===== src/trig_pkg.sv =====
package trig_pkg;

    localparam int ADC_WIDTH = 12;
    localparam int SAMPLES   = 8;

    // one ADC lane, sign-extended to 16 bits
    typedef logic signed [15:0] sample_t;

    // lane 0 is the earliest sample of the beat
    typedef sample_t [SAMPLES-1:0] beat_t;

    typedef struct packed {
        logic [31:0] timestamp;
        logic [15:0] event_id;
        sample_t     baseline;
        logic [2:0]  lane;
        logic [60:0] pad;
    } header_t;

    // user marks a header, last the final beat of a record
    typedef struct packed {
        logic [$bits(beat_t)-1:0] data;
        logic                     user;
        logic                     last;
    } fifo_entry_t;

    typedef struct packed {
        logic        psel;
        logic        penable;
        logic        pwrite;
        logic [3:0]  paddr;
        logic [31:0] pwdata;
    } apb_req_t;

    typedef struct packed {
        logic [31:0] prdata;
        logic        pready;
        logic        pslverr;
    } apb_rsp_t;

    localparam logic [3:0] REG_THRESHOLD = 4'h0;
    localparam logic [3:0] REG_BASELINE  = 4'h4;
    localparam logic [3:0] REG_EVENTS    = 4'h8;
    localparam logic [3:0] REG_DROPS     = 4'hC;

endpackage


===== src/apb_trig_regs.sv =====
module apb_trig_regs #(
    parameter logic [15:0] THRESHOLD_DEFAULT = 16'd819
) (
    input  logic               axis_aclk,
    input  logic               rst_n,
    input  trig_pkg::apb_req_t apb_req,
    output trig_pkg::apb_rsp_t apb_rsp,
    input  trig_pkg::sample_t  baseline,
    input  logic               baseline_valid,
    input  logic [15:0]        event_count,
    input  logic [15:0]        drop_count,
    output logic [15:0]        threshold
);
    import trig_pkg::*;

    logic        access;
    logic        mapped;
    logic        wr_err;
    logic [31:0] rd_data;

    // access phase, no wait states
    assign access = apb_req.psel && apb_req.penable;

    always_comb
    begin
        mapped  = 1'b1;
        rd_data = '0;
        case (apb_req.paddr)
            REG_THRESHOLD: rd_data = {16'd0, threshold};
            REG_BASELINE:  rd_data = {baseline_valid, 15'd0, baseline};
            REG_EVENTS:    rd_data = {16'd0, event_count};
            REG_DROPS:     rd_data = {16'd0, drop_count};
            default:       mapped  = 1'b0;
        endcase
    end

    // threshold is the only writable register
    assign wr_err = apb_req.pwrite && (apb_req.paddr != REG_THRESHOLD);

    always_comb
    begin
        apb_rsp.prdata  = rd_data;
        apb_rsp.pready  = 1'b1;
        apb_rsp.pslverr = access && (wr_err || !mapped);
    end

    always_ff @(posedge axis_aclk)
    begin
        if (!rst_n)
        begin
            threshold <= THRESHOLD_DEFAULT;
        end
        else if (access && apb_req.pwrite && apb_req.paddr == REG_THRESHOLD)
        begin
            threshold <= apb_req.pwdata[15:0];
        end
    end

endmodule


===== config.mk =====
export PLATFORM = sky130hd
export DESIGN_NAME = apb_trig_regs
export DESIGN_NICKNAME = d
export VERILOG_FILES = /design/src/trig_pkg.sv /design/src/apb_trig_regs.sv
export SDC_FILE = /design/constraint.sdc
export NUM_CORES = 1
export LEC_CHECK = 0
export BUFFER_PORTS_ARGS = -buffer_cell sky130_fd_sc_hd__buf_2
export CAP_MARGIN = 10
export CORE_ASPECT_RATIO = 1.5
export CORE_UTILIZATION = 34
export DETAILED_ROUTE_END_ITERATION = 6
export GPL_TIMING_DRIVEN = 1
export PLACE_DENSITY_LB_ADDON = 0.05
export RECOVER_POWER = 25
export SYNTH_ARGS = -nofsm -noshare
export SYNTH_HDL_FRONTEND = slang
export SYNTH_SLANG_ARGS = --single-unit

===== constraint.sdc =====
create_clock -name axis_aclk -period 1.4 [get_ports axis_aclk]
set_input_delay 0 -clock axis_aclk [delete_from_list [all_inputs] [get_ports axis_aclk]]
set_output_delay 0 -clock axis_aclk [all_outputs]
set_load 0.01 [all_outputs]

==> results.md <==
- Run status: finished clean
- CTS tree: done
- Ys Warns: 0
- Nets@finish: 353
- Synth Instances: 151
- Clock Sinks: 16
- Worst path arrival time: 1.14 ns
- Row count: 26
- Top flop regs: threshold: 16 flops
- Syn Area/Cell: 8.34 um^2
- Largest net degree at the start of global routing: 27
- Synth top area cells: dfxtp_1, mux2i_1, a221o_1, buf_4, nand2_1
- Skew-Pair Late Insertion Delay: 0.24 ns
- Largest area contributor in the synthesized netlist: dfxtp_1
- Die W: 51.7 um
- IO Pins: 140
- Min cycle time layout: 1.14 ns
- Initial antenna violation count: 0
- Max-cap violations: 0
- CP Launch Type: primary input
- Post-synth EDFFs: 0
- Max reg flops: 16
- Vias: 1433
- # hold bufs at CTS: 8
- Post-detail-place hpwl: 2900 um
- Number of diodes: 0
- CP dominant cell by count: buf_2
- CP Class: in2out
- Slew Viols, Final: 0
- Final WS setup: 0.256 ns
- Setup crit end kind: output port
- Required @ worst endpoint: 1.40 ns
- H-tree Lvls: 1
- Clock-pin slew on the worst setup and hold paths: 0.06 ns
- Largest Register: threshold
- FFs w/ async S/R, synth: 0
- Pwr per Cell Area: 623 nW/um^2
- DIE AREA: 3960 um^2
- Layout cells sized above 1: 0.412
- Root buffer cell: clkbuf_8
- Worst hold-check path type: in2reg
- Routed WL: 3850 um
- Worst path slowest cell: buf_2
- Top cell type's share of synthesized area: 0.254
- Synthesized area: 1260 um^2
- #FFs+latches synth: 16
- Final Hold Violating Endpoints: 0
- Vias in the first global route: 1411
- Gpl congestion: 0.749
- Fillers: 375
- Post_cts resized: 0
- Crit-path cells: buf_2 > buf_12 > mux2i_1 > nor2_1 > a221o_1 > buf_2
- TritonCTS Buffers: 3
- Total grt overflow: 0
- Setup TNS: 0 ns
- Fmax: 0.874 GHz
- Post-synth cell types: 20
- Count leader, synth: mux2i_1
- TritonRoute pass-1 iters: 3
- Layout Utilization: 0.547
- Iter 0 DRT Violations: 23
- Post-synth top flop: dfxtp_1
- RSZ-0062 raised after global routing: false
- Detail Route Antenna Nets: 0
- Post-CTS setup buffer count: 0
- Vias per inst: 4.71
- Synth-to-layout area growth: 51.1%
- CP peak stage delay: 0.26 ns
- Synth top cells by count: mux2i_1, nand2_1, nor2_1
- Core Area: 3480 um^2
- DR WL/cell: 12.7 um
- DRC errors left: 0
- Global-route wire length before repair: 6080 um
- Clock buffer depth: 2
- Lkg Pwr: 0.00101 uW
- GRT Total Usage: 0.197
- # setup viols final: 0
- Maximum fanout along the worst path: 10
- Place WS: 0.239 ns
- IO buf count: 107
- Final period util: 0.817
- Seq/Total Area, Yosys: 0.254
- Maximum vdd drop: 492 uV
- Die Y: 76.6 um
- Skew final: 0 ns
- Initial Util: 0.362
cells by family (layout without fill, tap and decap cells):
| group | Yosys count | after routing | share of synthesized area |
|---|---|---|---|
| and+or+nand+nor | 49 | 49 | 0.185 |
| buffers and inverters | 35 | 132 | 0.179 |
| muxes | 26 | 26 | 0.207 |
| AOI/OAI and AO/OA | 23 | 23 | 0.170 |
| DFF | 16 | 16 | 0.254 |
| other | 2 | 16 | 0.00596 |
through the flow:
step	instances	power [uW]	hold slack, ns	area (um^2)
floorplan	165	652	0.130	1310
global placement	292	771	0.249	1780
detailed placement	292	773	0.254	1780
CTS	304	1200	0.000274	1920
global route	304	1250	0.00397	1900
finish	304	1190	0.00225	1900
layout by cell type (no fill, tap or decap):
cell	count
nand3_1	6
nand2_1	20
clkbuf_8	4
o311ai_0	1
and3_1	1
nor2_1	17
buf_2	95
inv_1	6
or3b_1	1
buf_4	5
o211ai_1	6
nor4b_4	1
a221o_1	16
dlygate4sd3_1	8
nor4_4	1
buf_12	2
mux2i_1	26
clkbuf_1	12
dfxtp_1	16
and2_1	2
conb_1	16
worst paths after layout:
path,startpoint,end,slack (ns),cells after the start
worst max-delay path,apb_req[34],apb_rsp[17],0.26,6
worst min-delay path,apb_req[15],threshold[15],0.002,3
worst max register to register,threshold[5],threshold[5],0.75,2
worst min register to register,threshold[12],threshold[12],0.47,2
power by group:
part           switching [uW]  total, uW  internal, uW
sequential               1.94        460           458
clock                     156        406           249
combinational             152        321           169
critical path: cells and delay by family:
kind	cells	cell delay (ns)
simple gates	1	0.06
compound gates	1	0.25
buf+inv	3	0.59
mux	1	0.23
cell type report:
type / count / area, um^2 / area share
clock buffer: 4 / 55.1 / 0.0289
inverter: 6 / 22.5 / 0.0118
multi-input combinational: 114 / 776 / 0.407
sequential: 16 / 320 / 0.168
tap: 42 / 52.6 / 0.0276
timing repair buffer: 122 / 678 / 0.356
layer usage:
| metal | global-route usage | part of all wire |
|---|---|---|
| met1 | 0.217 | 0.39 |
| met2 | 0.377 | 0.55 |
| met3 | 0.0220 | 0.048 |
| met4 | 0.0541 | 0.0049 |
| met5 | 0 | 0 |
(Power assumes the default switching activity.)
