<file path="src/trig_pkg.sv">
package trig_pkg;

    localparam int ADC_WIDTH = 12;
    localparam int SAMPLES   = 8;

    // one ADC lane, sign-extended to 16 bits
    typedef logic signed [15:0] sample_t;

    // lane 0 is the earliest sample of the beat
    typedef sample_t [SAMPLES-1:0] beat_t;

    typedef struct packed {
        logic [31:0] timestamp;
        logic [15:0] event_id;
        sample_t     baseline;
        logic [2:0]  lane;
        logic [60:0] pad;
    } header_t;

    // user marks a header, last the final beat of a record
    typedef struct packed {
        logic [$bits(beat_t)-1:0] data;
        logic                     user;
        logic                     last;
    } fifo_entry_t;

    typedef struct packed {
        logic        psel;
        logic        penable;
        logic        pwrite;
        logic [3:0]  paddr;
        logic [31:0] pwdata;
    } apb_req_t;

    typedef struct packed {
        logic [31:0] prdata;
        logic        pready;
        logic        pslverr;
    } apb_rsp_t;

    localparam logic [3:0] REG_THRESHOLD = 4'h0;
    localparam logic [3:0] REG_BASELINE  = 4'h4;
    localparam logic [3:0] REG_EVENTS    = 4'h8;
    localparam logic [3:0] REG_DROPS     = 4'hC;

endpackage

</file>
<file path="src/threshold_trigger.sv">
module threshold_trigger (
    input  logic              axis_aclk,
    input  logic              rst_n,
    input  trig_pkg::beat_t   beat,
    input  logic              beat_valid,
    input  trig_pkg::sample_t baseline,
    input  logic              baseline_valid,
    input  logic [15:0]       threshold,
    input  logic              busy,
    output logic              trigger,
    output logic [2:0]        trigger_lane
);
    import trig_pkg::*;

    // baseline plus threshold, two bits wider so it cannot wrap
    logic signed [17:0] limit_q;
    logic               armed_q;
    logic [SAMPLES-1:0] fire;

    // limit is registered, so arm one cycle after the baseline lands
    always_ff @(posedge axis_aclk)
    begin
        if (!rst_n)
        begin
            limit_q <= '0;
            armed_q <= 1'b0;
        end
        else
        begin
            limit_q <= $signed(baseline) + $signed({2'b00, threshold});
            armed_q <= baseline_valid;
        end
    end

    always_comb
    begin
        logic signed [17:0] lane_wide;
        fire = '0;
        for (int i = 0; i < SAMPLES; i++)
        begin
            lane_wide = $signed(beat[i]);
            fire[i]   = lane_wide > limit_q;
        end
    end

    // lowest firing lane wins
    always_comb
    begin
        trigger_lane = '0;
        for (int i = SAMPLES - 1; i >= 0; i--)
        begin
            if (fire[i])
            begin
                trigger_lane = 3'(i);
            end
        end
    end

    assign trigger = beat_valid && armed_q && !busy && (|fire);

endmodule

</file>
<file path="config.mk">
export PLATFORM = sky130hd
export DESIGN_NAME = threshold_trigger
export DESIGN_NICKNAME = d
export VERILOG_FILES = /design/src/trig_pkg.sv /design/src/threshold_trigger.sv
export SDC_FILE = /design/constraint.sdc
export NUM_CORES = 1
export LEC_CHECK = 0
export BUFFER_PORTS_ARGS = -buffer_cell sky130_fd_sc_hd__buf_2
export CORE_ASPECT_RATIO = 0.6
export CORE_UTILIZATION = 35
export DETAILED_ROUTE_END_ITERATION = 8
export MAX_ROUTING_LAYER = met4
export PLACE_DENSITY = 0.59
export SYNTH_ARGS = -nofsm -noshare
export SYNTH_HDL_FRONTEND = slang
export SYNTH_SLANG_ARGS = --single-unit
</file>
<file path="constraint.sdc">
create_clock -name axis_aclk -period 8 [get_ports axis_aclk]
set_clock_uncertainty 0.2 [all_clocks]
set_input_delay 2 -clock axis_aclk [delete_from_list [all_inputs] [get_ports axis_aclk]]
set_output_delay 2 -clock axis_aclk [all_outputs]
set_load 0.02 [all_outputs]
</file>
==> results.cfg <==
[status]
status = finished, final reports clean

[yosys]
yosysTopAreaCell = ha_1
async_flop_share_pct = 0
synth_edf_count = 0
synth_fa_ha_area_share_pct = 43.9
synthMuxAreaShare_pct = 1.35
synth-compound-area-share_pct = 22.1
synth_top_family_by_area = adder cells
yosys.area_share.simple_pct = 19.4
syn_inst = 563
yosysWarnings = 0
ys_types = 55
synth-seq-area-share_pct = 8.21
synth.ff_latch_count = 19
synth_area_sq_um = 4630
synth-main-ff-cell = dfxtp_1
synth_top_area_share_pct = 43.5
synth_nets = 890
synth_xor_area_share_pct = 1.13
ys_top_cells_by_area = ha_1, dfxtp_1, a21oi_1
avgSynthCellArea_sq_um = 8.23

[flow_run]
drv_cap = 0

[placed_design]
gp_congestion = 0.891
dp_hpwl_mm = 13.1
port_buffers = 168
place_inst = 899

[clock_tree]
cts_root_buffer = clkbuf_16
cts_buffers = 3
ctsHtreeMaxLevel = 1
cts_hold_buf = 0
cts_tree = yes
clk_pin_slew_ns = 0.06
post-cts-setup-buffers = 0
clock-sinks = 19
clockBufferDepth = 2
post_cts_resized = 0

[timing]
slew_violations = 0
final_hold_viol_count = 0
worst_pin_slew_ns = 0.751
finalSetupViolations = 0
period_needed_ns = 6.68
max_freq_ghz = 0.150
slew-limit-headroom_pct = 48.7
tns_ns = 0
rsz0062_at_grt = false
finalCritPeriodShare_pct = 83.5

[global_routing]
antenna_found_initial = 1
grt_usage_pct = 23.2
grt_overflow = 0
grt_max_degree = 22
grt_pass1_wl_mm = 23.8
grt_pass1_vias = 4811

[detailed_routing]
vias_per_cell = 5.46
remaining_drc_errors = 0
vias = 4939
totalWireLength_mm = 15.8
first_pass_iters = 5
drt_iter0_drc = 200
wl_per_cell_um = 17.5
ant_nets = 0

[pwr]
power_density_nw_per_um2 = 112
peakVddDrop_uv = 87.4
power.leakage_uw = 0.00295

[layout]
drive_gt1_share_pct = 24.1
finalNetCount = 1061
fillers = 1303
layout_common_cells = buf_2, ha_1, a21oi_1, inv_1, nand2_1
final-instance-count-excl-fill = 904
area_delta_synth_final_pct = 24.4
layout_commonest_cell = buf_2

[floorplan]
die_w_um = 151
die_area_sq_um = 13700
core_area_sq_um = 12900
pin_count = 169
chipHeight_um = 91.1
row_count = 32
start_util_pct = 35.9

[worst_hold_path]
holdPathStages = 2
hold_end = armed_q
hp-start = baseline_valid
hp-class = in -> reg

[critical_path]
startpoint_type = input pin
slowest_delay_ns = 0.69
critPathSlowestCell = a2111oi_0
setup.worst_path.end_class = primary output
critPathMaxFanout = 3
crit_path_cell_trace = buf_2 > ha_1 > a211oi_1 > nor2_1 > a2111oi_0 > o21ai_0 > o211ai_1 > a32oi_1 > a211oi_1 > buf_2
critPathArrivalTime_ns = 4.48
path_class = in -> out
cp_data_required_time_ns = 5.80
[synth_stat cells (2+ instances only)]
cell,n
nand4_1,27
clkbuf_1,2
a21oi_1,47
and3b_1,2
a2111oi_0,4
o2111ai_1,4
or4_1,3
nand3_1,15
mux2_2,2
a31oi_1,5
xnor2_1,5
nand2b_1,8
o41ai_1,2
nor3_1,8
and4_1,6
o31ai_1,4
a21boi_0,2
a211o_1,2
inv_1,46
and2_1,11
nor2_1,26
o211ai_1,4
o21ai_0,26
a21o_1,17
o21bai_1,5
mux2i_1,4
ha_1,161
o21ai_1,2
a211oi_1,14
dfxtp_1,19
and3_1,8
nand2_1,30
nor3b_1,5
o221ai_1,2
o21a_1,5
nor2b_1,11
[area by class of cell]
class                   instances  area, sq um  area share (%)
clock buffers                   3         75.1            1.30
repair buffers                168          841            14.6
inverters                      46          173            3.00
diodes                          1         2.50          0.0434
clock inverters                 1         5.00          0.0869
well taps                     170          213            3.69
flip-flops and latches         19          380            6.60
multi-input cells             496         4070            70.7
[metrics by stage]
stage	total power, uW	cell area [sq um]	hold WS (ns)	setup WS (ns)	util, %
finish	647	5760	1.75	1.32	44.7
global route	713	5760	1.77	1.24	44.7
CTS	648	5760	1.75	1.52	44.7
detailed placement	541	5680	2.01	1.53	44.0
global placement	515	5680	2.01	1.58	44.0
floorplan	392	4630	1.93	1.85	-
[layer usage]
layer / global-route usage (%) / up-vias / part of all wire, %
met5: - / - / 0
met4: 3.03 / 0 / 0.99
met3: 3.07 / 13 / 7.0
met2: 37.5 / 195 / 43
met1: 31.4 / 2218 / 49
li1: - / 2513 / -
[worst max-delay path: cells and delay by family]
kind	cells	cell delay, ns
compound gates	6	1.76
fa+ha+maj	1	0.31
buf+inv	2	0.32
simple gates	1	0.08
[how the worst max path moves through the flow]
stage	start	endpoint	slack, ns
after CTS	beat[47]	trigger_lane[2]	1.52
after floorplan	beat[59]	trigger_lane[0]	1.85
after global placement	beat[47]	trigger_lane[2]	1.58
after detailed placement	beat[103]	trigger_lane[2]	1.53
final	beat[103]	trigger_lane[0]	1.32
after global routing	beat[103]	trigger_lane[0]	1.24
[cell families (layout without fill, tap and decap cells)]
logic type / Yosys count / in the layout
simple gates: 165 / 165
fa+ha+maj: 162 / 162
compound gates: 157 / 157
buf+inv: 48 / 218
flops: 19 / 19
xor+xnor: 6 / 6
mux: 6 / 6
other cells: 0 / 1
[sequential cells by signal, indices dropped and copies added, names as in the netlist]
| register | cells |
|---|---|
| armed_q | 1 |
| limit_q | 18 |
[power breakdown]
| part | internal [uW] | switching, uW | total, uW |
|---|---|---|---|
| clock network | 67.0 | 36.3 | 103 |
| logic | 186 | 247 | 433 |
| registers | 106 | 4.10 | 110 |
| total | 359 | 288 | 647 |
No activity file was read; power rests on OpenSTA's default activity.
