--- src/trig_pkg.sv ---
package trig_pkg;

    localparam int ADC_WIDTH = 12;
    localparam int SAMPLES   = 8;

    // one ADC lane, sign-extended to 16 bits
    typedef logic signed [15:0] sample_t;

    // lane 0 is the earliest sample of the beat
    typedef sample_t [SAMPLES-1:0] beat_t;

    typedef struct packed {
        logic [31:0] timestamp;
        logic [15:0] event_id;
        sample_t     baseline;
        logic [2:0]  lane;
        logic [60:0] pad;
    } header_t;

    // user marks a header, last the final beat of a record
    typedef struct packed {
        logic [$bits(beat_t)-1:0] data;
        logic                     user;
        logic                     last;
    } fifo_entry_t;

    typedef struct packed {
        logic        psel;
        logic        penable;
        logic        pwrite;
        logic [3:0]  paddr;
        logic [31:0] pwdata;
    } apb_req_t;

    typedef struct packed {
        logic [31:0] prdata;
        logic        pready;
        logic        pslverr;
    } apb_rsp_t;

    localparam logic [3:0] REG_THRESHOLD = 4'h0;
    localparam logic [3:0] REG_BASELINE  = 4'h4;
    localparam logic [3:0] REG_EVENTS    = 4'h8;
    localparam logic [3:0] REG_DROPS     = 4'hC;

endpackage

--- src/baseline_calc.sv ---
module baseline_calc #(
    parameter int BASELINE_LOG2 = 4
) (
    input  logic              axis_aclk,
    input  logic              rst_n,
    input  trig_pkg::beat_t   beat,
    input  logic              beat_valid,
    output trig_pkg::sample_t baseline,
    output logic              baseline_valid
);
    import trig_pkg::*;

    localparam int LANE_LOG2 = $clog2(SAMPLES);
    localparam int SUM_W     = ADC_WIDTH + LANE_LOG2 + BASELINE_LOG2;
    localparam int NUM_BEATS = 2 ** BASELINE_LOG2;

    logic signed [SUM_W-1:0] acc_q;
    logic signed [SUM_W-1:0] beat_sum;
    logic signed [SUM_W-1:0] next_sum;
    logic signed [SUM_W-1:0] mean;
    logic [BASELINE_LOG2:0]  beat_cnt;

    // all lanes of the current beat
    always_comb
    begin
        beat_sum = '0;
        for (int i = 0; i < SAMPLES; i++)
        begin
            beat_sum = beat_sum + $signed(beat[i]);
        end
    end

    assign next_sum = acc_q + beat_sum;
    // arithmetic shift gives the floor of the mean
    assign mean = next_sum >>> (BASELINE_LOG2 + LANE_LOG2);

    always_ff @(posedge axis_aclk)
    begin
        if (!rst_n)
        begin
            acc_q          <= '0;
            beat_cnt       <= '0;
            baseline       <= '0;
            baseline_valid <= 1'b0;
        end
        else if (beat_valid && !baseline_valid)
        begin
            acc_q    <= next_sum;
            beat_cnt <= beat_cnt + 1'b1;
            if (beat_cnt == (BASELINE_LOG2 + 1)'(NUM_BEATS - 1))
            begin
                baseline       <= sample_t'(mean);
                baseline_valid <= 1'b1;
            end
        end
    end

endmodule

--- config.mk ---
export PLATFORM = sky130hd
export DESIGN_NAME = baseline_calc
export DESIGN_NICKNAME = d
export VERILOG_FILES = /design/src/trig_pkg.sv /design/src/baseline_calc.sv
export SDC_FILE = /design/constraint.sdc
export NUM_CORES = 1
export LEC_CHECK = 0
export BUFFER_PORTS_ARGS = -buffer_cell sky130_fd_sc_hd__buf_2
export CAP_MARGIN = 5
export CORE_MARGIN = 1.5
export CORE_UTILIZATION = 30
export DETAILED_ROUTE_END_ITERATION = 10
export GPL_ROUTABILITY_DRIVEN = 1
export PLACE_DENSITY = 0.6
export SLEW_MARGIN = 20
export SYNTH_ARGS = -nofsm -noshare
export SYNTH_HDL_FRONTEND = slang
export SYNTH_SLANG_ARGS = --single-unit
--- constraint.sdc ---
create_clock -name axis_aclk -period 4.35 [get_ports axis_aclk]
set_input_delay 0.435 -clock axis_aclk [delete_from_list [all_inputs] [get_ports axis_aclk]]
set_output_delay 0.435 -clock axis_aclk [all_outputs]
set_load 0.01 [all_outputs]
==> run_results.csv <==
group,metric,value,unit
timing,finalCritPeriodShare,97.0,%
route,routed_wirelength,11400,um
layout,design_area,6480,um^2
logic_synthesis,yosys_register_bits,37,
timing,slew_headroom,31.9,%
critical_path,timing.critical_path.required,4.51,ns
timing,clock_skew,0.00274,ns
timing,tightestPinTransition,1.02,ns
layout,drive_gt1_share,25.7,%
logic_synthesis,syn-num-nets,825,
clock_tree,tritoncts_buffer_count,5,
floorplan,core_area,17300,um^2
timing,final.hold.worst_slack,0.455,ns
logic_synthesis,netlist_instances,554,
grt,grt_overflow_total,0,
route,antenna_left,0,
outcome,run_status,"completed",
timing,unrepaired_setup_endpoints_after_global_routing,"true",
floorplan,pin_count,148,
route,routed-via-count,4043,
placement,placed_cells,917,
clock_tree,ctsRootBufferMaster,"sky130_fd_sc_hd__clkbuf_16",
worst_hold_path,hold_path.class,"flop to flop",
layout,syn_to_final_growth,22.2,%
floorplan,dieArea,18500,um^2
placement,dp_hpwl,9950,um
timing,fin_tns_setup,0,ns
logic_synthesis,seq_area_frac_synth,14.0,%
clock_tree,ctsLongestPathBuffers,2,
grt,grt_pass1_wl,19100,um
timing,timing.final.max_slew_violations,0,
grt,grt_antenna_before_repair,0,
logic_synthesis,synthesis.area,5300,um^2
timing,final-setup-viol-count,0,
logic_synthesis,synth_async_sr_flop_share,0,%
route,avgViaCountPerCell,4.37,
critical_path,rrSetupSlack,0.19,ns
critical_path,cp-start-kind,"input pin",
floorplan,placement_rows,48,
grt,grt_util_all_layers,12.9,%
route,detail_route.iter0.violations,119,
floorplan,fp.dieW,136,um
layout,finish.net_count,971,
clock_tree,cts_tree,"yes",
critical_path,critPathKind,"input pin to flop",
clock_tree,cts_htree_levels,2,
grt,maximum_number_of_pins_on_one_net_before_global_route_repair,31,
logic_synthesis,synth-main-ff-cell,"sky130_fd_sc_hd__dfxtp_1",
clock_tree,clock_latency,0.28,ns
critical_path,worst-endpoint-arrival,4.38,ns
timing,finalWorstPathRequiredPeriod,4.22,ns
floorplan,effective_utilization_at_floorplan,30.7,%
layout,number_of_antenna_cells_inserted,0,
timing,report.final.hold_viol_count,0,
timing,timing.fmax,237,MHz
logic_synthesis,synth-edff-count,0,
clock_tree,clock-sinks,37,
logic_synthesis,yosysUniqueCellTypes,43,
flow_run,max_cap_viol_count,0,
grt,first_global_vias,4192,
route,first_pass_iters,4,
critical_path,critical_path.endpoint_type,"flop",
route,avgRoutedWirePerCell,12.3,um
placement,globalplace.congestion,0.781,
clock_tree,clk_pin_slew,0.06,ns
route,drc_errors,0,
logic_synthesis,yosysWarnings,0,
placement,placed_cell_area,6300,um^2
logic_synthesis,post_synth.cell_area_avg,9.57,um^2
layout,layout.filler_cells,1735,
critical_path,critical_path.max_fanout,4,
placement,port_buffers,147,
floorplan,dieHeight,136,um
layout,final_cells,926,
==> Yosys cell counts (2+ instances only) <==
| cell type | count | area share [%] |
|---|---|---|
| sky130_fd_sc_hd__o2111ai_1 | 4 | 0.66 |
| sky130_fd_sc_hd__nor3_1 | 4 | 0.38 |
| sky130_fd_sc_hd__o211a_1 | 3 | 0.57 |
| sky130_fd_sc_hd__clkbuf_1 | 11 | 0.78 |
| sky130_fd_sc_hd__inv_1 | 151 | 11 |
| sky130_fd_sc_hd__nand4_1 | 2 | 0.24 |
| sky130_fd_sc_hd__or3_1 | 4 | 0.47 |
| sky130_fd_sc_hd__a21oi_1 | 24 | 2.3 |
| sky130_fd_sc_hd__nor2_1 | 13 | 0.92 |
| sky130_fd_sc_hd__buf_4 | 4 | 0.57 |
| sky130_fd_sc_hd__nand2b_1 | 3 | 0.35 |
| sky130_fd_sc_hd__xor2_1 | 9 | 1.5 |
| sky130_fd_sc_hd__xnor2_1 | 12 | 2.0 |
| sky130_fd_sc_hd__nand3_1 | 28 | 2.6 |
| sky130_fd_sc_hd__a32oi_1 | 3 | 0.50 |
| sky130_fd_sc_hd__o311ai_1 | 2 | 0.33 |
| sky130_fd_sc_hd__ha_1 | 23 | 5.4 |
| sky130_fd_sc_hd__a211oi_1 | 4 | 0.57 |
| sky130_fd_sc_hd__a31oi_1 | 2 | 0.24 |
| sky130_fd_sc_hd__o211ai_2 | 3 | 0.71 |
| sky130_fd_sc_hd__a21o_2 | 2 | 0.33 |
| sky130_fd_sc_hd__a21o_1 | 7 | 0.99 |
| sky130_fd_sc_hd__dfxtp_1 | 37 | 14 |
| sky130_fd_sc_hd__and2_2 | 2 | 0.28 |
| sky130_fd_sc_hd__a211o_1 | 3 | 0.50 |
| sky130_fd_sc_hd__o211ai_1 | 6 | 0.85 |
| sky130_fd_sc_hd__o21a_1 | 2 | 0.28 |
| sky130_fd_sc_hd__fa_1 | 117 | 44 |
| sky130_fd_sc_hd__and2_1 | 2 | 0.24 |
| sky130_fd_sc_hd__nand2_1 | 36 | 2.5 |
| sky130_fd_sc_hd__o21ai_0 | 16 | 1.5 |
| sky130_fd_sc_hd__a211oi_2 | 2 | 0.47 |
| sky130_fd_sc_hd__a21boi_0 | 3 | 0.42 |
==> metal layers <==
| layer | part of all wire, % | global-route usage (%) |
|---|---|---|
| met5 | 0 | 0 |
| met1 | 43 | 16.6 |
| met4 | 0.39 | 1.24 |
| met2 | 49 | 22.8 |
| met3 | 7.3 | 2.87 |
==> registers in the layout, indices dropped and copies added, names as in the netlist <==
signal	count
beat_cnt	5
baseline	12
baseline_valid	1
acc_q	19
==> worst max-delay path, cell delays in order <==
cell                        delay, ns
sky130_fd_sc_hd__buf_6           0.07
sky130_fd_sc_hd__inv_2           0.03
sky130_fd_sc_hd__fa_1            0.55
sky130_fd_sc_hd__inv_2           0.04
sky130_fd_sc_hd__fa_1            0.53
sky130_fd_sc_hd__fa_1            0.46
sky130_fd_sc_hd__fa_1            0.52
sky130_fd_sc_hd__ha_4            0.19
sky130_fd_sc_hd__fa_2            0.42
sky130_fd_sc_hd__a211oi_4        0.32
sky130_fd_sc_hd__o211ai_2        0.16
sky130_fd_sc_hd__a2111oi_4       0.44
sky130_fd_sc_hd__or3_1           0.16
sky130_fd_sc_hd__nand3_1         0.06
==> cell families (layout without fill, tap and decap cells) <==
kind of cell	Yosys count	in the layout	share of synthesized area, %
fa+ha+maj	140	140	49.6
xor+xnor	21	21	3.47
flops	37	37	14.0
simple gates	99	99	8.75
buf+inv	168	315	12.2
compound gates	89	89	12.0
==> placed cells by master, fill, tap and decap left out, types with 3 or more instances in the layout <==
cell type                   netlist  layout
sky130_fd_sc_hd__a211o_1          3       3
sky130_fd_sc_hd__a21oi_1         24      24
sky130_fd_sc_hd__ha_1            23      22
sky130_fd_sc_hd__o21ai_0         16      16
sky130_fd_sc_hd__nor2_1          13      13
sky130_fd_sc_hd__o211a_1          3       3
sky130_fd_sc_hd__a32oi_1          3       3
sky130_fd_sc_hd__o211ai_2         3       3
sky130_fd_sc_hd__dfxtp_1         37      37
sky130_fd_sc_hd__nand3_1         28      28
sky130_fd_sc_hd__a21o_1           7       7
sky130_fd_sc_hd__inv_1          151     148
sky130_fd_sc_hd__o2111ai_1        4       4
sky130_fd_sc_hd__nor3_1           4       4
sky130_fd_sc_hd__inv_2            0       3
sky130_fd_sc_hd__o211ai_1         6       6
sky130_fd_sc_hd__xnor2_1         12      12
sky130_fd_sc_hd__or3_1            4       4
sky130_fd_sc_hd__xor2_1           9       9
sky130_fd_sc_hd__nand2b_1         3       3
sky130_fd_sc_hd__fa_1           117     116
sky130_fd_sc_hd__nand2_1         36      36
sky130_fd_sc_hd__clkbuf_16        0       5
sky130_fd_sc_hd__buf_2            1     146
sky130_fd_sc_hd__buf_4            4       9
sky130_fd_sc_hd__a211oi_1         4       4
==> final timing paths <==
path | to | startpoint | cells past startpoint
min reg2reg | baseline[1] | baseline[1] | 2
max | acc_q[14] | beat[34] | 14
min | baseline[1] | baseline[1] | 2
max reg2reg | acc_q[14] | acc_q[2] | 11
==> cell type report <==
type / instances / area (um^2) / share of cell area, %
clock buffer: 6 / 129 / 1.99
clock inverter: 2 / 10.0 / 0.155
inverter: 151 / 567 / 8.75
multi-input combinational: 349 / 3940 / 60.8
sequential: 37 / 741 / 11.4
tap: 225 / 282 / 4.35
timing repair buffer: 156 / 810 / 12.5
==> per-stage QoR <==
step           setup WS [ns]  utilization [%]
4_1_cts               0.0350             37.2
5_1_grt              -0.0404             37.4
2_1_floorplan        0.00194                -
3_5_place_dp          -0.318             36.4
3_3_place_gp          -0.306             36.4
6_report               0.128             37.4
==> what timing repair did <==
action                                  4_1_cts  5_1_grt
buffers inserted                              0        1
hold buffers                                  0        0
endpoints found under the setup margin        2       14
pin swaps                                     2       12
gates resized for setup                       0        9
Power is left out: the tool's default activity adds up to more than one toggle a clock period on the data nets, which glitch-free logic cannot reach.
