--- src/trig_pkg.sv ---
package trig_pkg;

    localparam int ADC_WIDTH = 12;
    localparam int SAMPLES   = 8;

    // one ADC lane, sign-extended to 16 bits
    typedef logic signed [15:0] sample_t;

    // lane 0 is the earliest sample of the beat
    typedef sample_t [SAMPLES-1:0] beat_t;

    typedef struct packed {
        logic [31:0] timestamp;
        logic [15:0] event_id;
        sample_t     baseline;
        logic [2:0]  lane;
        logic [60:0] pad;
    } header_t;

    // user marks a header, last the final beat of a record
    typedef struct packed {
        logic [$bits(beat_t)-1:0] data;
        logic                     user;
        logic                     last;
    } fifo_entry_t;

    typedef struct packed {
        logic        psel;
        logic        penable;
        logic        pwrite;
        logic [3:0]  paddr;
        logic [31:0] pwdata;
    } apb_req_t;

    typedef struct packed {
        logic [31:0] prdata;
        logic        pready;
        logic        pslverr;
    } apb_rsp_t;

    localparam logic [3:0] REG_THRESHOLD = 4'h0;
    localparam logic [3:0] REG_BASELINE  = 4'h4;
    localparam logic [3:0] REG_EVENTS    = 4'h8;
    localparam logic [3:0] REG_DROPS     = 4'hC;

endpackage

--- src/acqui_window.sv ---
module acqui_window #(
    parameter int PRE_LEN  = 12,
    parameter int POST_LEN = 38
) (
    input  logic            axis_aclk,
    input  logic            rst_n,
    input  trig_pkg::beat_t beat,
    input  logic            beat_valid,
    input  logic            trigger,
    output trig_pkg::beat_t rec_beat,
    output logic            rec_valid,
    output logic            rec_last,
    output logic            busy
);
    import trig_pkg::*;

    localparam int REC_LEN = PRE_LEN + POST_LEN;
    localparam int CNT_W   = $clog2(REC_LEN + 1);

    logic [CNT_W-1:0] remain_q;
    logic             emit;
    beat_t            tap;

    // delay line, tap is the beat PRE_LEN valid beats back
    generate
        if (PRE_LEN == 0)
        begin : g_no_pre
            assign tap = beat;
        end
        else
        begin : g_pre
            beat_t pre_q [PRE_LEN];

            always_ff @(posedge axis_aclk)
            begin
                if (beat_valid)
                begin
                    pre_q[0] <= beat;
                    for (int i = 1; i < PRE_LEN; i++)
                    begin
                        pre_q[i] <= pre_q[i-1];
                    end
                end
            end

            assign tap = pre_q[PRE_LEN-1];
        end
    endgenerate

    // first record beat is taken on the trigger beat itself
    assign emit = beat_valid && (trigger || remain_q != '0);

    always_ff @(posedge axis_aclk)
    begin
        if (!rst_n)
        begin
            remain_q  <= '0;
            rec_valid <= 1'b0;
            rec_last  <= 1'b0;
        end
        else
        begin
            rec_valid <= emit;
            rec_last  <= 1'b0;
            if (beat_valid && trigger)
            begin
                remain_q <= CNT_W'(REC_LEN - 1);
                rec_last <= (REC_LEN == 1);
            end
            else if (emit)
            begin
                remain_q <= remain_q - 1'b1;
                rec_last <= (remain_q == CNT_W'(1));
            end
        end
    end

    always_ff @(posedge axis_aclk)
    begin
        if (emit)
        begin
            rec_beat <= tap;
        end
    end

    // stay busy until the last beat has been handed over
    assign busy = (remain_q != '0) || rec_last;

endmodule

--- config.mk ---
export PLATFORM = sky130hd
export DESIGN_NAME = acqui_window
export DESIGN_NICKNAME = d
export VERILOG_FILES = /design/src/trig_pkg.sv /design/src/acqui_window.sv
export SDC_FILE = /design/constraint.sdc
export NUM_CORES = 1
export LEC_CHECK = 0
export BUFFER_PORTS_ARGS = -buffer_cell sky130_fd_sc_hd__buf_2
export CAP_MARGIN = 25
export CORE_MARGIN = 2
export CORE_UTILIZATION = 55
export DETAILED_ROUTE_END_ITERATION = 8
export GPL_TIMING_DRIVEN = 1
export PLACE_DENSITY = 0.84
export SYNTH_ARGS = -nofsm -noshare
export SYNTH_HDL_FRONTEND = slang
export SYNTH_SLANG_ARGS = --single-unit
export TNS_END_PERCENT = 30
--- constraint.sdc ---
create_clock -name axis_aclk -period 8.2 [get_ports axis_aclk]
set_clock_uncertainty 0.2 [all_clocks]
set_input_delay 1.64 -clock axis_aclk [delete_from_list [all_inputs] [get_ports axis_aclk]]
set_output_delay 1.64 -clock axis_aclk [all_outputs]
set_load 0.005 [all_outputs]
==> impl_metrics.env, run 1 <==
export IMPL_status="complete, no violations"
export IMPL_postCtsSetupBuffers=0
export IMPL_die_x_um=307
export IMPL_ant_nets=0
export IMPL_synth_xor_area_frac=0
export IMPL_track_usage=0.155
export IMPL_ys_seq_area_frac=0.995
export IMPL_cts_hold_buf=0
export IMPL_crit_buf_inv=1
export IMPL_rows=110
export IMPL_yosysTopAreaCell="edfxtp_1"
export IMPL_clkLatencyLatePin_ps=740
export IMPL_clock_sinks=1672
export IMPL_dieArea_um2=94000
export IMPL_synth_edf_count=1664
export IMPL_synthTopCellsByArea="edfxtp_1, dfxtp_1, ha_1"
export IMPL_first_iter_violations=1558
export IMPL_ys_warn_count=0
export IMPL_irDropWorstVdd_mv=0.214
export IMPL_grt_pass1_vias=17900
export IMPL_initial_core_util=0.557
export IMPL_yosysMostFrequentCell="edfxtp_1"
export IMPL_power_density_nw_per_um2=302
export IMPL_yosys_top_cells_count="edfxtp_1, dfxtp_1, inv_1, a21oi_1"
export IMPL_max_clock_path_buffers=3
export IMPL_clkSlewWorstSetupHoldPaths_ps=70
export IMPL_pin_count=263
export IMPL_grt_max_degree=206
export IMPL_max_cap_violations=0
export IMPL_tns_ps=0
export IMPL_synthSimpleGateAreaFrac=0.00211
export IMPL_path_cells="or4_1 -> or3_1 -> buf_2"
export IMPL_max_stage_delay_ps=610
export IMPL_nets=2283
export IMPL_synth_cell_types=22
export IMPL_gp_congestion=0.768
export IMPL_tightest_slew_ps=1080
export IMPL_drive_gt1_frac=0.223
export IMPL_critical_path_top_delay_family="simple AND/OR/NAND/NOR gates"
export IMPL_fin_crit_sh=0.487
export IMPL_drcViolationCount=0
export IMPL_cts_tree="done"
export IMPL_core_area_um2=90400
export IMPL_wl_per_cell_um=20.7
export IMPL_setup_viol=0
export IMPL_cp_start_kind="flip-flop"
export IMPL_relSlewSlack=0.279
export IMPL_globalRoute_totalOverflow=0
export IMPL_period_minus_slack_ps=3990
export IMPL_synth_fa_ha_area_frac=0.000497
export IMPL_post_cts_resized=0
export IMPL_wl_mm=71.3
export IMPL_grt_pass1_wl_mm=108
export IMPL_cp_data_arrival_time_ps=2150
export IMPL_via_per_inst=4.90
export IMPL_ys_ff_latch=1672
export IMPL_num_vias=16900
export IMPL_postSynthCellCount=1710
export IMPL_p_leak_nw=20.2
export IMPL_syn_area_per_cell_um2=29.5
export IMPL_final_hold_violation_count=0
export IMPL_whs_ps=205
export IMPL_crit_slowest_cell="or4_1"
export IMPL_synth_nets=1844
export IMPL_synth_top_area_share=0.992
export IMPL_dp_hpwl_mm=35.3
export IMPL_h_tree_depth=4
export IMPL_cts_root_buf="clkbuf_16"
export IMPL_synthMuxAreaShare=0.000199
export IMPL_chipHeight_um=307
export IMPL_port_buffers=262
export IMPL_synthFlopType="edfxtp_1"
export IMPL_cts_made_buffers=156
export IMPL_cp_max_fo=5
export IMPL_syn_to_final_growth_pct=16.5
export IMPL_synth_compound_area_frac=0.00164
export IMPL_worst_setup_path_type="flip-flop to output pin"
export IMPL_cp_end_kind="output pin"
export IMPL_synth_top_family_by_area="simple AND/OR/NAND/NOR gates"
export IMPL_crit_required_ps=6360
export IMPL_n_fill_cell=5427
export IMPL_final_max_slew_viol_count=0
export IMPL_hold_path_class="flip-flop to flip-flop"
export IMPL_syn_area_um2=50400
export IMPL_max_freq_mhz=250
export IMPL_first_pass_iters=5
export IMPL_grt_antenna_before_repair=6
export IMPL_rsz0062_at_grt="false"
export IMPL_async_flop_share=0
## metal layers
metal / track usage / share of wire / vias to the layer above / wire, um
met2: 0.270 / 0.54 / 410 / 38700
met1: 0.190 / 0.39 / 8490 / 27800
li1: - / - / 7887 / -
met4: 0.0591 / 0.023 / 0 / 1670
met3: 0.0381 / 0.045 / 128 / 3180
met5: 0 / 0 / - / 0
## kinds of logic (layout without fill, tap and decap cells)
kind of cell / count (synthesis) / in the layout
AOI/OAI and AO/OA: 13 / 13
muxes: 1 / 1
adders and majority gates: 2 / 2
and+or+nand+nor: 17 / 17
buffers and inverters: 5 / 570
DFF: 1672 / 1672
other: 0 / 1
## final timing paths
kind         slack, ps                from                 end  cells after the start
max               4210         remain_q[5]                busy                      3
min                200  g_pre.pre_q[1][48]  g_pre.pre_q[2][48]                      0
max reg2reg       4980         remain_q[1]        rec_beat[16]                      6
min reg2reg        200  g_pre.pre_q[1][48]  g_pre.pre_q[2][48]                      0
## flip-flops by register name, indices dropped and copies added, names as in the netlist
name and count:
rec_last 1, rec_beat 128, remain_q 6, g_pre.pre_q 1536, rec_valid 1
## area by class of cell
cell class | instances | area (um^2) | share of cell area
Antenna cell | 1 | 2.50 | 0.0000427
Sequential cell | 1672 | 50100 | 0.854
Clock buffer | 194 | 4180 | 0.0713
Multi-Input combinational cell | 33 | 224 | 0.00382
Timing Repair Buffer | 281 | 1620 | 0.0276
Clock inverter | 90 | 1020 | 0.0174
Tap cell | 1176 | 1470 | 0.0251
Inverter | 5 | 23.8 | 0.000405
## where the power goes
part           leakage (nW)  switching [W]  internal, W  total, W
combinational          1.29       0.000229    0.0000770  0.000306
sequential             16.3       0.000170       0.0100    0.0102
clock                  2.54        0.00299      0.00424   0.00723
total                  20.2        0.00339       0.0143    0.0177
## cells in the final DEF, fill, tap and decap left out, types with 2 or more instances in the layout
master      netlist  routed
clkbuf_1          0      30
bufinv_16         0      19
buf_2             0     261
clkinv_1          0      29
dfxtp_1           8       8
buf_12            0       5
inv_1             5       4
nor2_1            2       2
clkinv_8          0       3
a21oi_1           4       4
clkinv_2          0      27
or4_1             3       3
edfxtp_1       1664    1664
nand2b_1          2       2
o21ai_0           3       3
buf_16            0       5
clkinvlp_4        0       3
nand2_1           3       3
buf_4             0      10
or3_1             2       2
a211oi_1          2       2
ha_1              2       2
inv_6             0       6
clkbuf_16         0     161
clkinv_16         0       2
clkbuf_8          0       3
## per-stage QoR
step | std cells | setup slack (ps) | total power, W | utilization | area (um^2)
after detailed placement | 3162 | 3550 | 0.0107 | 0.590 | 53300
after global placement | 3162 | 3670 | 0.0106 | 0.590 | 53300
final | 3452 | 4210 | 0.0177 | 0.649 | 58700
after floorplan | 1710 | 3210 | 0.0103 | - | 50400
after CTS | 3446 | 4160 | 0.0179 | 0.647 | 58500
after global routing | 3452 | 4090 | 0.0183 | 0.649 | 58700
(Power assumes the default switching activity.)
==> run 2, diff against run 1 <==
Settings changed: CORE_UTILIZATION 55 to 54, PLACE_DENSITY 0.84 to 0.86.
Clock period 8.2 ns to 3.3 ns, I/O delays scaled along.
==> impl_metrics.env, run 2 (same netlist as run 1, synthesis figures left out) <==
export IMPL_grt_antenna_before_repair=1
export IMPL_finalPower_w=0.0431
export IMPL_first_pass_iters=5
export IMPL_post_route_util=0.642
export IMPL_layout_commonest_cell="edfxtp_1"
export IMPL_max_stage_delay_ps=390
export IMPL_finish_instance_area_um2=59700
export IMPL_initial_core_util=0.542
export IMPL_max_clock_path_buffers=3
export IMPL_cp_end_kind="output pin"
export IMPL_max_cap_violations=0
export IMPL_p_leak_nw=20.5
export IMPL_grt_pass1_wl_mm=113
export IMPL_worst_setup_path_type="flip-flop to output pin"
export IMPL_first_iter_violations=1673
export IMPL_path_common_cell="inv_1"
export IMPL_clkLatencyLatePin_ps=740
export IMPL_largest_register_ffs=1536
export IMPL_chipHeight_um=309
export IMPL_final_max_slew_viol_count=0
export IMPL_irDropWorstVdd_mv=0.546
export IMPL_cp_max_fo=8
export IMPL_regMostFlops="g_pre.pre_q"
export IMPL_relSlewSlack=0.233
export IMPL_grt_pass1_vias=18400
export IMPL_via_per_inst=4.79
export IMPL_power_density_nw_per_um2=723
export IMPL_dp_hpwl_mm=38.4
export IMPL_max_freq_mhz=330
export IMPL_pin_count=263
export IMPL_h_tree_depth=4
export IMPL_postCtsSetupBuffers=0
export IMPL_rows=112
export IMPL_mostFrequentLayoutCells="edfxtp_1, buf_2, clkbuf_16"
export IMPL_track_usage=0.164
export IMPL_critical_path_top_delay_family="buffers and inverters"
export IMPL_clkSlewWorstSetupHoldPaths_ps=60
export IMPL_period_minus_slack_ps=3030
export IMPL_wl_per_cell_um=20.9
export IMPL_placed_area_um2=53700
export IMPL_crit_slowest_cell="or3_1"
export IMPL_port_buffers=262
export IMPL_cp_start_kind="flip-flop"
export IMPL_syn_to_final_growth_pct=18.5
export IMPL_crit_buf_inv=3
export IMPL_setup_viol=0
export IMPL_hold_path_class="primary input to flip-flop"
export IMPL_globalRoute_totalOverflow=0
export IMPL_cts_hold_buf=129
export IMPL_dieArea_um2=95700
export IMPL_cts_tree="done"
export IMPL_rsz0062_at_grt="false"
export IMPL_gp_congestion=0.769
export IMPL_tightest_slew_ps=1150
export IMPL_path_cells="inv_1 -> ha_1 -> inv_1 -> or3_1 -> buf_2"
export IMPL_drive_gt1_frac=0.207
export IMPL_cts_root_buf="clkbuf_16"
export IMPL_post_cts_resized=0
export IMPL_wl_mm=76.3
export IMPL_tns_ps=0
export IMPL_n_fill_cell=5681
export IMPL_core_area_um2=92900
export IMPL_diodes=0
export IMPL_ant_nets=0
export IMPL_final_hold_violation_count=0
export IMPL_num_vias=17500
export IMPL_die_x_um=309
export IMPL_clock_sinks=1672
export IMPL_grt_max_degree=214
export IMPL_top_regs="g_pre.pre_q: 1536 flops, rec_beat: 128 flops, remain_q: 6 flops"
export IMPL_status="complete, no violations"
export IMPL_nets=2420
export IMPL_cp_data_arrival_time_ps=2170
export IMPL_cts_made_buffers=156
export IMPL_drcViolationCount=0
export IMPL_fin_crit_sh=0.918
export IMPL_crit_required_ps=2440
## run 2: area by class of cell
type | instances | area [um^2] | area share
Sequential cell | 1672 | 50100 | 0.840
Clock buffer | 198 | 4170 | 0.0698
Timing Repair Buffer | 418 | 2980 | 0.0500
Tap cell | 1254 | 1570 | 0.0263
Clock inverter | 75 | 581 | 0.00973
Multi-Input combinational cell | 33 | 239 | 0.00400
Inverter | 5 | 22.5 | 0.000377
## run 2: through the flow
| step | instances | hold WS, ps | setup WS, ps |
|---|---|---|---|
| after floorplan | 1710 | 200 | -243 |
| after global placement | 3253 | 200 | 614 |
| after detailed placement | 3253 | 205 | 548 |
| after CTS | 3655 | 9.26 | 266 |
| after global routing | 3655 | 73.7 | 205 |
| final | 3655 | 83.3 | 270 |
## run 2: path summary, 6_finish.rpt
path / from / to / slack, ps / cells past startpoint
worst max register to register: remain_q[0] / rec_beat[80] / 600 / 6
worst min-delay path: trigger / remain_q[4] / 80 / 3
worst max-delay path: remain_q[0] / busy / 270 / 5
worst min register to register: g_pre.pre_q[5][62] / g_pre.pre_q[6][62] / 200 / 0
## run 2: per-layer routing
metal  vias up  global-route usage  share of wire
met5         -                   0        0.00017
met4         2              0.0701          0.035
met3       159              0.0363          0.041
met2       442               0.287           0.55
met1      8754               0.198           0.38
li1       8153                   -              -
## run 2: worst reg2reg max path, delay by kind of cell (launching register included)
family                   cells  cell delay [ps]
flip-flops                   1              340
AO/OA/AOI/OAI                1              250
AND/OR/NAND/NOR              1              150
buffers and inverters        3             1140
adder cells (fa/ha/maj)      1              320
## run 2: report_power, final
part,internal [W],leakage (nW),switching [W]
combinational,0.000311,1.86,0.000602
clock,0.00948,2.32,0.00742
sequential,0.0249,16.3,0.000445
total,0.0347,20.5,0.00846
